===== src/rtl/quplsPkg.sv =====
`default_nettype none

package quplsPkg;

	// ========================================
	// Instruction word layout
	// ========================================

	// Every instruction seen by this decoder is a single 32-bit word
	localparam int InstrWidth = 32;

	// Field boundaries inside the instruction word
	localparam int OpcodeLsb = 0;
	localparam int OpcodeMsb = 6;
	localparam int RtLsb = 7;
	localparam int RtMsb = 11;
	localparam int RaLsb = 12;
	localparam int RaMsb = 16;
	localparam int RbLsb = 17;
	localparam int RbMsb = 21;
	localparam int SwapBit = 22;
	localparam int ImmLsb = 23;
	localparam int ImmMsb = 31;

	// Derived field widths
	localparam int RegWidth = RtMsb - RtLsb + 1;
	localparam int ImmWidth = ImmMsb - ImmLsb + 1;

	// Defaults that the top level hands down unless overridden
	localparam int DefaultDataWidth = 64;
	localparam int DefaultQueueDepth = 4;

	// ========================================
	// Encodings
	// ========================================

	// Primary opcodes, any value not listed here decodes as illegal
	typedef enum logic [6:0] {
		OP_NOP = 7'h00,
		OP_ADD = 7'h04, OP_SUB = 7'h05, OP_AND = 7'h08, OP_OR = 7'h09, OP_EOR = 7'h0A,
		OP_ADDI = 7'h14, OP_SUBFI = 7'h15, OP_CMPI = 7'h16, OP_MULI = 7'h17,
		OP_DIVI = 7'h18, OP_SLTI = 7'h19, OP_ANDI = 7'h1A, OP_ORI = 7'h1B, OP_EORI = 7'h1C,
		OP_JSR = 7'h20,
		OP_LDB = 7'h40, OP_LDBU = 7'h41, OP_LDW = 7'h42, OP_LDWU = 7'h43,
		OP_LDT = 7'h44, OP_LDTU = 7'h45, OP_LDO = 7'h46, OP_LDA = 7'h47,
		OP_CACHE = 7'h48,
		OP_STB = 7'h50, OP_STW = 7'h51, OP_STT = 7'h52, OP_STO = 7'h53
	} opcodeE;

	// Operation requested from the integer ALU
	typedef enum logic [3:0] {
		ALU_NONE, ALU_ADD, ALU_SUB, ALU_CMP, ALU_MUL,
		ALU_DIV, ALU_SLT, ALU_AND, ALU_OR, ALU_EOR
	} aluOpE;

	// Kind of memory access, if any
	typedef enum logic [1:0] {
		MEM_NONE, MEM_LOAD, MEM_STORE, MEM_CACHE
	} memOpE;

	// Access size: byte, wyde (16), tetra (32) and octa (64)
	typedef enum logic [1:0] {
		SZ_BYTE, SZ_WYDE, SZ_TETRA, SZ_OCTA
	} memSizeE;

endpackage

`default_nettype wire


===== src/rtl/quplsDecodeSwap.sv =====
`default_nettype none

module quplsDecodeSwap
(
	input  wire [quplsPkg::InstrWidth-1:0] instr,
	output logic swap
);

	quplsPkg::opcodeE opcode;

	// View the low bits of the word as an opcode
	assign opcode = quplsPkg::opcodeE'(instr[quplsPkg::OpcodeMsb:quplsPkg::OpcodeLsb]);

	// Only forms carrying an immediate may exchange their operands
	// When set, operand A becomes the immediate and operand B becomes Ra
	always_comb
	begin
		case (opcode)
			// Immediate ALU forms
			quplsPkg::OP_ADDI, quplsPkg::OP_SUBFI, quplsPkg::OP_CMPI, quplsPkg::OP_MULI,
			quplsPkg::OP_DIVI, quplsPkg::OP_SLTI, quplsPkg::OP_ANDI, quplsPkg::OP_ORI,
			quplsPkg::OP_EORI:
				swap = instr[quplsPkg::SwapBit];
			// Subroutine call computes its target from Ra plus displacement
			quplsPkg::OP_JSR:
				swap = instr[quplsPkg::SwapBit];
			// Memory forms, address is Ra plus displacement
			quplsPkg::OP_LDB, quplsPkg::OP_LDBU, quplsPkg::OP_LDW, quplsPkg::OP_LDWU,
			quplsPkg::OP_LDT, quplsPkg::OP_LDTU, quplsPkg::OP_LDO, quplsPkg::OP_LDA,
			quplsPkg::OP_CACHE,
			quplsPkg::OP_STB, quplsPkg::OP_STW, quplsPkg::OP_STT, quplsPkg::OP_STO:
				swap = instr[quplsPkg::SwapBit];
			// Register forms and illegal codes ignore bit 22
			default:
				swap = 1'b0;
		endcase
	end

endmodule

`default_nettype wire


===== src/rtl/quplsDecodeImm.sv =====
`default_nettype none

module quplsDecodeImm
#(
	parameter int DataWidth = quplsPkg::DefaultDataWidth
)
(
	input  wire [quplsPkg::InstrWidth-1:0] instr,
	output logic [DataWidth-1:0] imm,
	output logic hasImm
);

	quplsPkg::opcodeE opcode;
	logic [quplsPkg::ImmWidth-1:0] immField;

	assign opcode = quplsPkg::opcodeE'(instr[quplsPkg::OpcodeMsb:quplsPkg::OpcodeLsb]);
	assign immField = instr[quplsPkg::ImmMsb:quplsPkg::ImmLsb];

	// The immediate forms are the same set that may swap operands
	always_comb
	begin
		case (opcode)
			quplsPkg::OP_ADDI, quplsPkg::OP_SUBFI, quplsPkg::OP_CMPI, quplsPkg::OP_MULI,
			quplsPkg::OP_DIVI, quplsPkg::OP_SLTI, quplsPkg::OP_ANDI, quplsPkg::OP_ORI,
			quplsPkg::OP_EORI,
			quplsPkg::OP_JSR,
			quplsPkg::OP_LDB, quplsPkg::OP_LDBU, quplsPkg::OP_LDW, quplsPkg::OP_LDWU,
			quplsPkg::OP_LDT, quplsPkg::OP_LDTU, quplsPkg::OP_LDO, quplsPkg::OP_LDA,
			quplsPkg::OP_CACHE,
			quplsPkg::OP_STB, quplsPkg::OP_STW, quplsPkg::OP_STT, quplsPkg::OP_STO:
				hasImm = 1'b1;
			default:
				hasImm = 1'b0;
		endcase
	end

	// Replicate bit 31 up to the full data width
	// A word without an immediate reports zero so that later stages see a clean value
	always_comb
	begin
		if (hasImm)
			imm = {{(DataWidth - quplsPkg::ImmWidth){immField[quplsPkg::ImmWidth-1]}}, immField};
		else
			imm = '0;
	end

endmodule

`default_nettype wire


===== src/rtl/quplsDecodeOp.sv =====
`default_nettype none

module quplsDecodeOp
(
	input  wire [quplsPkg::InstrWidth-1:0] instr,
	output quplsPkg::aluOpE aluOp,
	output quplsPkg::memOpE memOp,
	output quplsPkg::memSizeE memSize,
	output logic loadUnsigned,
	output logic illegal
);

	quplsPkg::opcodeE opcode;

	assign opcode = quplsPkg::opcodeE'(instr[quplsPkg::OpcodeMsb:quplsPkg::OpcodeLsb]);

	always_comb
	begin
		// Start from the quiet decode and let each opcode override what it needs
		aluOp = quplsPkg::ALU_NONE;
		memOp = quplsPkg::MEM_NONE;
		memSize = quplsPkg::SZ_BYTE;
		loadUnsigned = 1'b0;
		illegal = 1'b0;
		case (opcode)
			quplsPkg::OP_NOP: ;

			// ========================================
			// Register and immediate ALU forms
			// ========================================
			quplsPkg::OP_ADD, quplsPkg::OP_ADDI: aluOp = quplsPkg::ALU_ADD;
			// Subtract-from uses the plain subtractor and swap sets the operand order
			quplsPkg::OP_SUB, quplsPkg::OP_SUBFI: aluOp = quplsPkg::ALU_SUB;
			quplsPkg::OP_CMPI: aluOp = quplsPkg::ALU_CMP;
			quplsPkg::OP_MULI: aluOp = quplsPkg::ALU_MUL;
			quplsPkg::OP_DIVI: aluOp = quplsPkg::ALU_DIV;
			quplsPkg::OP_SLTI: aluOp = quplsPkg::ALU_SLT;
			quplsPkg::OP_AND, quplsPkg::OP_ANDI: aluOp = quplsPkg::ALU_AND;
			quplsPkg::OP_OR, quplsPkg::OP_ORI: aluOp = quplsPkg::ALU_OR;
			quplsPkg::OP_EOR, quplsPkg::OP_EORI: aluOp = quplsPkg::ALU_EOR;

			// ========================================
			// Address forms
			// ========================================
			// JSR and LDA only form an address and never touch memory
			quplsPkg::OP_JSR, quplsPkg::OP_LDA: aluOp = quplsPkg::ALU_ADD;
			quplsPkg::OP_LDB, quplsPkg::OP_LDBU, quplsPkg::OP_LDW, quplsPkg::OP_LDWU,
			quplsPkg::OP_LDT, quplsPkg::OP_LDTU, quplsPkg::OP_LDO:
			begin
				aluOp = quplsPkg::ALU_ADD;
				memOp = quplsPkg::MEM_LOAD;
				// Sizes step every two codes
				memSize = quplsPkg::memSizeE'(opcode[2:1]);
				// The odd code of each pair is the unsigned load
				loadUnsigned = opcode[0];
			end
			quplsPkg::OP_STB, quplsPkg::OP_STW, quplsPkg::OP_STT, quplsPkg::OP_STO:
			begin
				aluOp = quplsPkg::ALU_ADD;
				memOp = quplsPkg::MEM_STORE;
				// Store sizes run in code order
				memSize = quplsPkg::memSizeE'(opcode[1:0]);
			end
			// Cache operations act on a whole line and report octa
			quplsPkg::OP_CACHE:
			begin
				aluOp = quplsPkg::ALU_ADD;
				memOp = quplsPkg::MEM_CACHE;
				memSize = quplsPkg::SZ_OCTA;
			end
			default:
				illegal = 1'b1;
		endcase
	end

endmodule

`default_nettype wire


===== src/rtl/quplsInstrQueue.sv =====
`default_nettype none

module quplsInstrQueue
#(
	parameter int QueueDepth = quplsPkg::DefaultQueueDepth
)
(
	input  wire clk,
	input  wire rst,
	input  wire inValid,
	output logic inReady,
	input  wire [quplsPkg::InstrWidth-1:0] inInstr,
	output logic qValid,
	input  wire qReady,
	output logic [quplsPkg::InstrWidth-1:0] qInstr
);

	// Depth is a power of two so the pointers simply wrap
	localparam int PtrWidth = $clog2(QueueDepth);
	localparam int CountWidth = $clog2(QueueDepth + 1);

	logic [quplsPkg::InstrWidth-1:0] slots [QueueDepth];
	logic [PtrWidth-1:0] wrPtr;
	logic [PtrWidth-1:0] rdPtr;
	logic [CountWidth-1:0] count;
	logic push;
	logic pop;

	// Fetch may write whenever a slot is free
	assign inReady = count != CountWidth'(QueueDepth);
	assign qValid = count != '0;
	// The oldest word is always presented at the read pointer
	assign qInstr = slots[rdPtr];
	assign push = inValid && inReady;
	assign pop = qValid && qReady;

	always_ff @(posedge clk)
	begin
		if (push)
			slots[wrPtr] <= inInstr;
	end

	always_ff @(posedge clk)
	begin
		if (rst)
		begin
			wrPtr <= '0;
			rdPtr <= '0;
			count <= '0;
		end
		else
		begin
			if (push)
				wrPtr <= wrPtr + PtrWidth'(1);
			if (pop)
				rdPtr <= rdPtr + PtrWidth'(1);
			// A push and a pop together leave the occupancy unchanged
			if (push && !pop)
				count <= count + CountWidth'(1);
			else if (pop && !push)
				count <= count - CountWidth'(1);
		end
	end

endmodule

`default_nettype wire


===== src/rtl/quplsDecodeStage.sv =====
`default_nettype none

module quplsDecodeStage
#(
	parameter int DataWidth = quplsPkg::DefaultDataWidth
)
(
	input  wire clk,
	input  wire rst,
	input  wire qValid,
	output logic qReady,
	input  wire [quplsPkg::InstrWidth-1:0] qInstr,
	output logic outValid,
	input  wire outReady,
	output logic [quplsPkg::RegWidth-1:0] rt,
	output logic [quplsPkg::RegWidth-1:0] ra,
	output logic [quplsPkg::RegWidth-1:0] rb,
	output logic [DataWidth-1:0] imm,
	output logic hasImm,
	output logic swap,
	output quplsPkg::aluOpE aluOp,
	output quplsPkg::memOpE memOp,
	output quplsPkg::memSizeE memSize,
	output logic loadUnsigned,
	output logic illegal
);

	logic take;
	logic decSwap;
	logic [DataWidth-1:0] decImm;
	logic decHasImm;
	quplsPkg::aluOpE decAluOp;
	quplsPkg::memOpE decMemOp;
	quplsPkg::memSizeE decMemSize;
	logic decLoadUnsigned;
	logic decIllegal;

	// ========================================
	// Combinational decode of the queue head
	// ========================================
	quplsDecodeSwap quplsDecodeSwap_i (.instr(qInstr), .swap(decSwap));

	quplsDecodeImm #(.DataWidth(DataWidth)) quplsDecodeImm_i
	(
		.instr(qInstr),
		.imm(decImm),
		.hasImm(decHasImm)
	);

	quplsDecodeOp quplsDecodeOp_i
	(
		.instr(qInstr),
		.aluOp(decAluOp),
		.memOp(decMemOp),
		.memSize(decMemSize),
		.loadUnsigned(decLoadUnsigned),
		.illegal(decIllegal)
	);

	// ========================================
	// Output register
	// ========================================
	// The register can refill when empty or when its word leaves this cycle
	assign qReady = !outValid || outReady;
	assign take = qValid && qReady;

	always_ff @(posedge clk)
	begin
		if (rst)
			outValid <= 1'b0;
		else if (take)
			outValid <= 1'b1;
		// Drained with nothing behind it
		else if (outReady)
			outValid <= 1'b0;
	end

	// Payload only changes on a take, so it holds steady while stalled
	always_ff @(posedge clk)
	begin
		if (take)
		begin
			rt <= qInstr[quplsPkg::RtMsb:quplsPkg::RtLsb];
			ra <= qInstr[quplsPkg::RaMsb:quplsPkg::RaLsb];
			rb <= qInstr[quplsPkg::RbMsb:quplsPkg::RbLsb];
			imm <= decImm;
			hasImm <= decHasImm;
			swap <= decSwap;
			aluOp <= decAluOp;
			memOp <= decMemOp;
			memSize <= decMemSize;
			loadUnsigned <= decLoadUnsigned;
			illegal <= decIllegal;
		end
	end

endmodule

`default_nettype wire


===== src/rtl/quplsDecodeTop.sv =====
`default_nettype none

module quplsDecodeTop
#(
	parameter int DataWidth = quplsPkg::DefaultDataWidth,
	parameter int QueueDepth = quplsPkg::DefaultQueueDepth
)
(
	input  wire clk,
	input  wire rst,
	input  wire inValid,
	output logic inReady,
	input  wire [quplsPkg::InstrWidth-1:0] inInstr,
	input  wire outReady,
	output logic outValid,
	output logic [quplsPkg::RegWidth-1:0] rt,
	output logic [quplsPkg::RegWidth-1:0] ra,
	output logic [quplsPkg::RegWidth-1:0] rb,
	output logic [DataWidth-1:0] imm,
	output logic hasImm,
	output logic swap,
	output quplsPkg::aluOpE aluOp,
	output quplsPkg::memOpE memOp,
	output quplsPkg::memSizeE memSize,
	output logic loadUnsigned,
	output logic illegal
);

	// Handshake between the queue head and the decode register
	logic qValid;
	logic qReady;
	logic [quplsPkg::InstrWidth-1:0] qInstr;

	quplsInstrQueue #(.QueueDepth(QueueDepth)) quplsInstrQueue_i
	(
		.clk(clk),
		.rst(rst),
		.inValid(inValid),
		.inReady(inReady),
		.inInstr(inInstr),
		.qValid(qValid),
		.qReady(qReady),
		.qInstr(qInstr)
	);

	// One more word can wait in the decode register beyond the queue depth
	quplsDecodeStage #(.DataWidth(DataWidth)) quplsDecodeStage_i
	(
		.clk(clk),
		.rst(rst),
		.qValid(qValid),
		.qReady(qReady),
		.qInstr(qInstr),
		.outValid(outValid),
		.outReady(outReady),
		.rt(rt),
		.ra(ra),
		.rb(rb),
		.imm(imm),
		.hasImm(hasImm),
		.swap(swap),
		.aluOp(aluOp),
		.memOp(memOp),
		.memSize(memSize),
		.loadUnsigned(loadUnsigned),
		.illegal(illegal)
	);

endmodule

`default_nettype wire


===== config.mk =====
export PLATFORM = sky130hd
export DESIGN_NAME = quplsDecodeTop
export DESIGN_NICKNAME = d
export VERILOG_FILES = /design/src/rtl/quplsPkg.sv /design/src/rtl/quplsDecodeSwap.sv /design/src/rtl/quplsDecodeImm.sv /design/src/rtl/quplsDecodeOp.sv /design/src/rtl/quplsInstrQueue.sv /design/src/rtl/quplsDecodeStage.sv /design/src/rtl/quplsDecodeTop.sv
export SDC_FILE = /design/constraint.sdc
export NUM_CORES = 1
export LEC_CHECK = 0
export ABC_CLOCK_PERIOD_IN_PS = 7300
export BUFFER_PORTS_ARGS = -buffer_cell sky130_fd_sc_hd__buf_4
export CAP_MARGIN = 20
export CORE_ASPECT_RATIO = 0.5
export CORE_MARGIN = 10
export CORE_UTILIZATION = 55
export CTS_CLUSTER_DIAMETER = 150
export CTS_CLUSTER_SIZE = 28
export DETAILED_ROUTE_END_ITERATION = 12
export PLACE_DENSITY = 0.77
export SLEW_MARGIN = 30
export SYNTH_ARGS = -nofsm -noshare
export SYNTH_HDL_FRONTEND = slang
export SYNTH_HIERARCHICAL = 1
export SYNTH_SLANG_ARGS = --single-unit

===== constraint.sdc =====
create_clock -name clk -period 7.3 [get_ports clk]
set_input_delay 0.73 -clock clk [delete_from_list [all_inputs] [get_ports clk]]
set_output_delay 0.73 -clock clk [all_outputs]
set_load 0.005 [all_outputs]

# After elaboration in Yosys (flattened, before gate mapping)
# Memories as Yosys holds them, arrays and structs flattened. A register that Yosys moved wholly into a read port is not among the register bits.
# Index checks and enable logic that the tools add are counted.
# op_classes
addsub	4
n_eq_ne	29
n_mux	13
n_reduce_logical	21
# op_table
operator	n
7-bit == test, second input constant	13
7-bit by 5-bit == test with 1-bit output, second input constant	9
4-bit one-hot mux with 9 select lines	1
29-bit OR reduction	1
23-bit OR reduction	1
7-bit by 4-bit == test with 1-bit output, second input constant	3
16-bit OR reduction	1
7-bit by 3-bit == test with 1-bit output, second input constant	2
2-bit one-hot mux with 3 select lines	2
2-bit OR reduction	4
7-bit by 6-bit == test with 1-bit output, second input constant	1
7-bit zero test	1
7-bit OR reduction	1
1-bit 2-to-1 mux	6
3-bit 2-to-1 mux	2
2-bit by 1-bit adder with 2-bit output, second input constant	2
1-bit logical AND	4
2-bit 2-to-1 mux	2
2-bit nonzero test	2
4-bit OR reduction	1
3-bit by 1-bit adder with 3-bit output, second input constant	1
1-bit zero test	3
3-bit inequality test, second input constant	1
3-bit nonzero test	1
other kinds (2)	2
# totals
reg_bits	44
ramBits	128
inputBits	36
out_inout_bits	93
mem_count	1
# memory_table
memory	words	word_bits	rd	rd_ports_with_merged_regs	write_ports	line	text
quplsInstrQueue_i.slots	4	32	1	1	1	quplsInstrQueue.sv:22	logic [quplsPkg::InstrWidth-1:0] slots [QueueDepth];

# Depth between registers and ports, before layout
# logic_depth
depth_word	6
ltp_mapped	9
mapped_depth_nobuf	8

# Hierarchy
# The synthesis kept the hierarchy.
# by_module_without_submodules
mod	n_inst	cells_each	area_per_inst_um2	seq_area_each_um2
quplsInstrQueue	1	215	5136.2	4023.9
quplsDecodeStage	1	96	2787.7	2752.6
quplsDecodeImm	1	84	604.3	0.0
quplsDecodeOp	1	68	446.7	0.0
quplsDecodeSwap	1	9	63.8	0.0

# Worst setup path after synthesis
# Ideal clock, no wire load.
# synth_path
path_kind	register -> register
start	reg (tool-made name)
end	reg, netlist name quplsDecodeStage_i/imm[8]
setup_ns	0.857
arrival_ns	5.199
t_required_ns	6.443
setup_slack_ns	1.245
path_stages_with_launch	8
n_path_buf	3
cell_sequence	dfxtp_1 > buf_6 > buf_12 > mux4_2 > maj3_2 > or3b_1 > buf_6 > a311oi_1

==> flow_metrics.env <==
export IMPL_pwr_share_seq=0.515
export IMPL_path_clk_slew_ps=100
export IMPL_cts_buffers=12
export IMPL_status="finished, final reports clean"
export IMPL_rsz0062_at_grt="false"
export IMPL_post_cts_setup_buffer_count=0
export IMPL_period_minus_slack_ps=3400
export IMPL_syn_nets=514
export IMPL_cts_max_level=1
export IMPL_intPower_uw=2840
export IMPL_drt_iter0_markers=273
export IMPL_die_x_um=201
export IMPL_synth_top_area_frac=0.728
export IMPL_fin_skew_ps=21.3
export IMPL_grt_first_pass_wirelength_um=23700
export IMPL_ctsHoldBuffers=0
export IMPL_slew_viol_final=0
export IMPL_start_util=0.557
export IMPL_synth_area_leaders="edfxtp_1 73%, mux4_2 7.5%, buf_4 4.8%, dfxtp_1 2.2%, a311oi_1 0.97%"
export IMPL_crit_path_end_kind="flip-flop"
export IMPL_io_buffers=128
export IMPL_post_drt_via_cell_ratio=5.38
export IMPL_grt_use_total=0.131
export IMPL_vdd_ir_drop_max_uv=216
export IMPL_dp_hpwl_um=9650
export IMPL_drive_above_1_share=0.350
export IMPL_power_frac_clock=0.177
export IMPL_hold_viol=0
export IMPL_switchingPower_uw=1170
export IMPL_die_h_um=111
export IMPL_overflow=0
export IMPL_root_buffer="clkbuf_16"
export IMPL_p_comb_frac=0.308
export IMPL_arrival_ps=3620
export IMPL_core_mm2=0.0162
export IMPL_synth_seq_area_share=0.750
export IMPL_ys_ff_latch=229
export IMPL_max_slew_worst_pin_slew_ps=935
export IMPL_drc=0
export IMPL_finalNetCount=585
export IMPL_setup_viol=0
export IMPL_synth_edf_count=219
export IMPL_critPathLaunchType="flip-flop"
export IMPL_syn_to_final_growth_pct=12.0
export IMPL_netlist_area_mm2=0.00904
export IMPL_first_pass_iters=6
export IMPL_maxClockFrequency_ghz=0.294
export IMPL_n_antenna_cell=0
export IMPL_final_antenna_net_count=0
export IMPL_tritoncts="yes"
export IMPL_critPathKind="reg2reg"
export IMPL_async_reset_ff_frac=0
export IMPL_antenna_found_initial=0
export IMPL_grt_max_degree=77
export IMPL_crit_required_ps=7510
export IMPL_grt_pass1_vias=4082
export IMPL_place_gp_congestion=0.744
export IMPL_yosysWarnings=6
export IMPL_synthDistinctLibCells=58
export IMPL_worstPathMaxFanout=56
export IMPL_switching_share=0.292
export IMPL_synth_main_ff_cell="edfxtp_1"
export IMPL_hp_class="in2reg"
export IMPL_die_area_mm2=0.0223
export IMPL_dp_worst_setup_slack_ps=3920
export IMPL_wire_per_inst_um=19.5
export IMPL_period_share=0.466
export IMPL_setup_ws_ps=3900
export IMPL_max_slew_margin_rel=0.377
export IMPL_dr_total_vias=4157
export IMPL_cap_violations=0
export IMPL_power_density_mw_per_mm2=396
export IMPL_routed_wirelength_um=15100
export IMPL_yosysTopAreaCell="edfxtp_1"
export IMPL_leakagePower_uw=0.00355
export IMPL_synthCells=472
export IMPL_rows=33
export IMPL_clock_sinks=229
export IMPL_synth_area_per_cell_um2=19.1
export IMPL_io_pins=129
export IMPL_reg2reg_slack_ps=3900
export IMPL_clk_latency_ps=470
export IMPL_cts_resized_gates=0
export IMPL_fin_setup_tns_ps=0
export IMPL_cts_buffer_depth=3
[sequential cells by signal, indices dropped and copies added, names as in the netlist, named ones only]
register	count
quplsInstrQueue_i/slots	128
quplsDecodeStage_i/imm	64
quplsDecodeStage_i/ra	5
quplsDecodeStage_i/rb	5
quplsDecodeStage_i/rt	5
quplsDecodeStage_i/aluOp	4
quplsInstrQueue_i/count	3
quplsDecodeStage_i/memOp	2
quplsDecodeStage_i/memSize	2
quplsInstrQueue_i/rdPtr	2
quplsInstrQueue_i/wrPtr	2
quplsDecodeStage_i/hasImm	1
quplsDecodeStage_i/illegal	1
quplsDecodeStage_i/loadUnsigned	1
quplsDecodeStage_i/outValid	1
quplsDecodeStage_i/swap	1
[Yosys cell counts, drive strengths merged, types with 2 or more instances]
cell	n
a21boi	3
nand2	7
a21oi	9
mux4	32
a21o	3
a211oi	2
dfxtp	10
xor2	5
nor2b	5
o22ai	2
nor2	13
clkbuf	3
inv	13
nand2b	6
mux2i	2
ha	5
o21a	5
or3	2
nor3b	2
edfxtp	219
nor4	3
and3	2
buf	71
nand3b	2
a311oi	10
nand4	3
o21ai	6
and2	5
nor3	3
[cell type report]
cell class | count | area (um2)
clock inverters | 1 | 30.0
inverters | 13 | 48.8
clock buffers | 16 | 337
repair buffers | 131 | 983
fillers | 1162 | 6100
flip-flops and latches | 229 | 6780
multi-input cells | 156 | 1660
well taps | 227 | 284
[through the flow]
stage	hold slack, ps	area, um2	util	total power, uW	cells
floorplan	482	9040	-	2920	472
global placement	501	9760	0.601	3310	756
detailed placement	510	9760	0.601	3350	756
CTS	444	10100	0.624	4060	773
global route	437	10100	0.624	4240	773
finish	454	10100	0.624	4010	773
[worst paths after layout]
check                                   from                             end  cells past startpoint
setup / recovery                   flip-flop      quplsDecodeStage_i/imm[17]                      5
hold / removal                   inInstr[11]  quplsInstrQueue_i/slots[3][11]                      1
setup reg to reg                   flip-flop      quplsDecodeStage_i/imm[17]                      5
hold reg to reg   quplsInstrQueue_i/wrPtr[1]      quplsInstrQueue_i/wrPtr[1]                      2
[critical path: stages, from the launching register on]
cell,delay [ps]
dfxtp_2,860
mux4_2,660
maj3_2,390
or3b_1,530
a311oi_4,250
buf_4,430
[power by group through the flow]
stage	combinational, uW	clock [uW]	sequential [uW]
after floorplan	845	0	2070
after global placement	1220	0	2090
after detailed placement	1250	0	2090
after CTS	1260	733	2070
after global routing	1360	783	2100
final	1230	710	2060
[layout by cell type, fill, tap and decap left out, types with 2 or more instances in the layout]
| cell type | instances |
|---|---|
| mux4_1 | 2 |
| nand3b_1 | 2 |
| and2_2 | 4 |
| and3_1 | 2 |
| nor2b_1 | 5 |
| clkbuf_1 | 3 |
| nor2_1 | 13 |
| mux4_2 | 30 |
| o21a_1 | 5 |
| a21oi_1 | 8 |
| mux2i_1 | 2 |
| or3_1 | 2 |
| nand2_1 | 7 |
| o22ai_1 | 2 |
| clkbuf_16 | 13 |
| nand2b_1 | 5 |
| inv_1 | 13 |
| nor4_1 | 3 |
| dfxtp_1 | 8 |
| o21ai_0 | 6 |
| nor3_1 | 3 |
| edfxtp_1 | 219 |
| ha_1 | 5 |
| a311oi_1 | 9 |
| buf_4 | 131 |
| dfxtp_2 | 2 |
| a21o_1 | 3 |
| a21boi_0 | 2 |
| nand4_1 | 3 |
| xor2_1 | 5 |
| a211oi_1 | 2 |
[cells by family after synthesis]
family / after synthesis / share of synthesized area
xor gates and xnor gates: 6 / 0.00581
DFF: 229 / 0.750
and+or+nand+nor: 57 / 0.0374
buffers and inverters: 87 / 0.0689
AOI/OAI and AO/OA: 51 / 0.0437
muxes: 35 / 0.0840
adders and majority gates: 7 / 0.0104
[metal layers]
layer  part of all wire  GRT usage  up-vias  wire [um]
met3              0.064     0.0353       17        959
met1               0.43      0.171     2096       6520
met5                  0          0        -          0
met2               0.49      0.220      115       7400
met4              0.014     0.0244        0        205
li1                   -          -     1929          -
(Power assumes the default switching activity.)
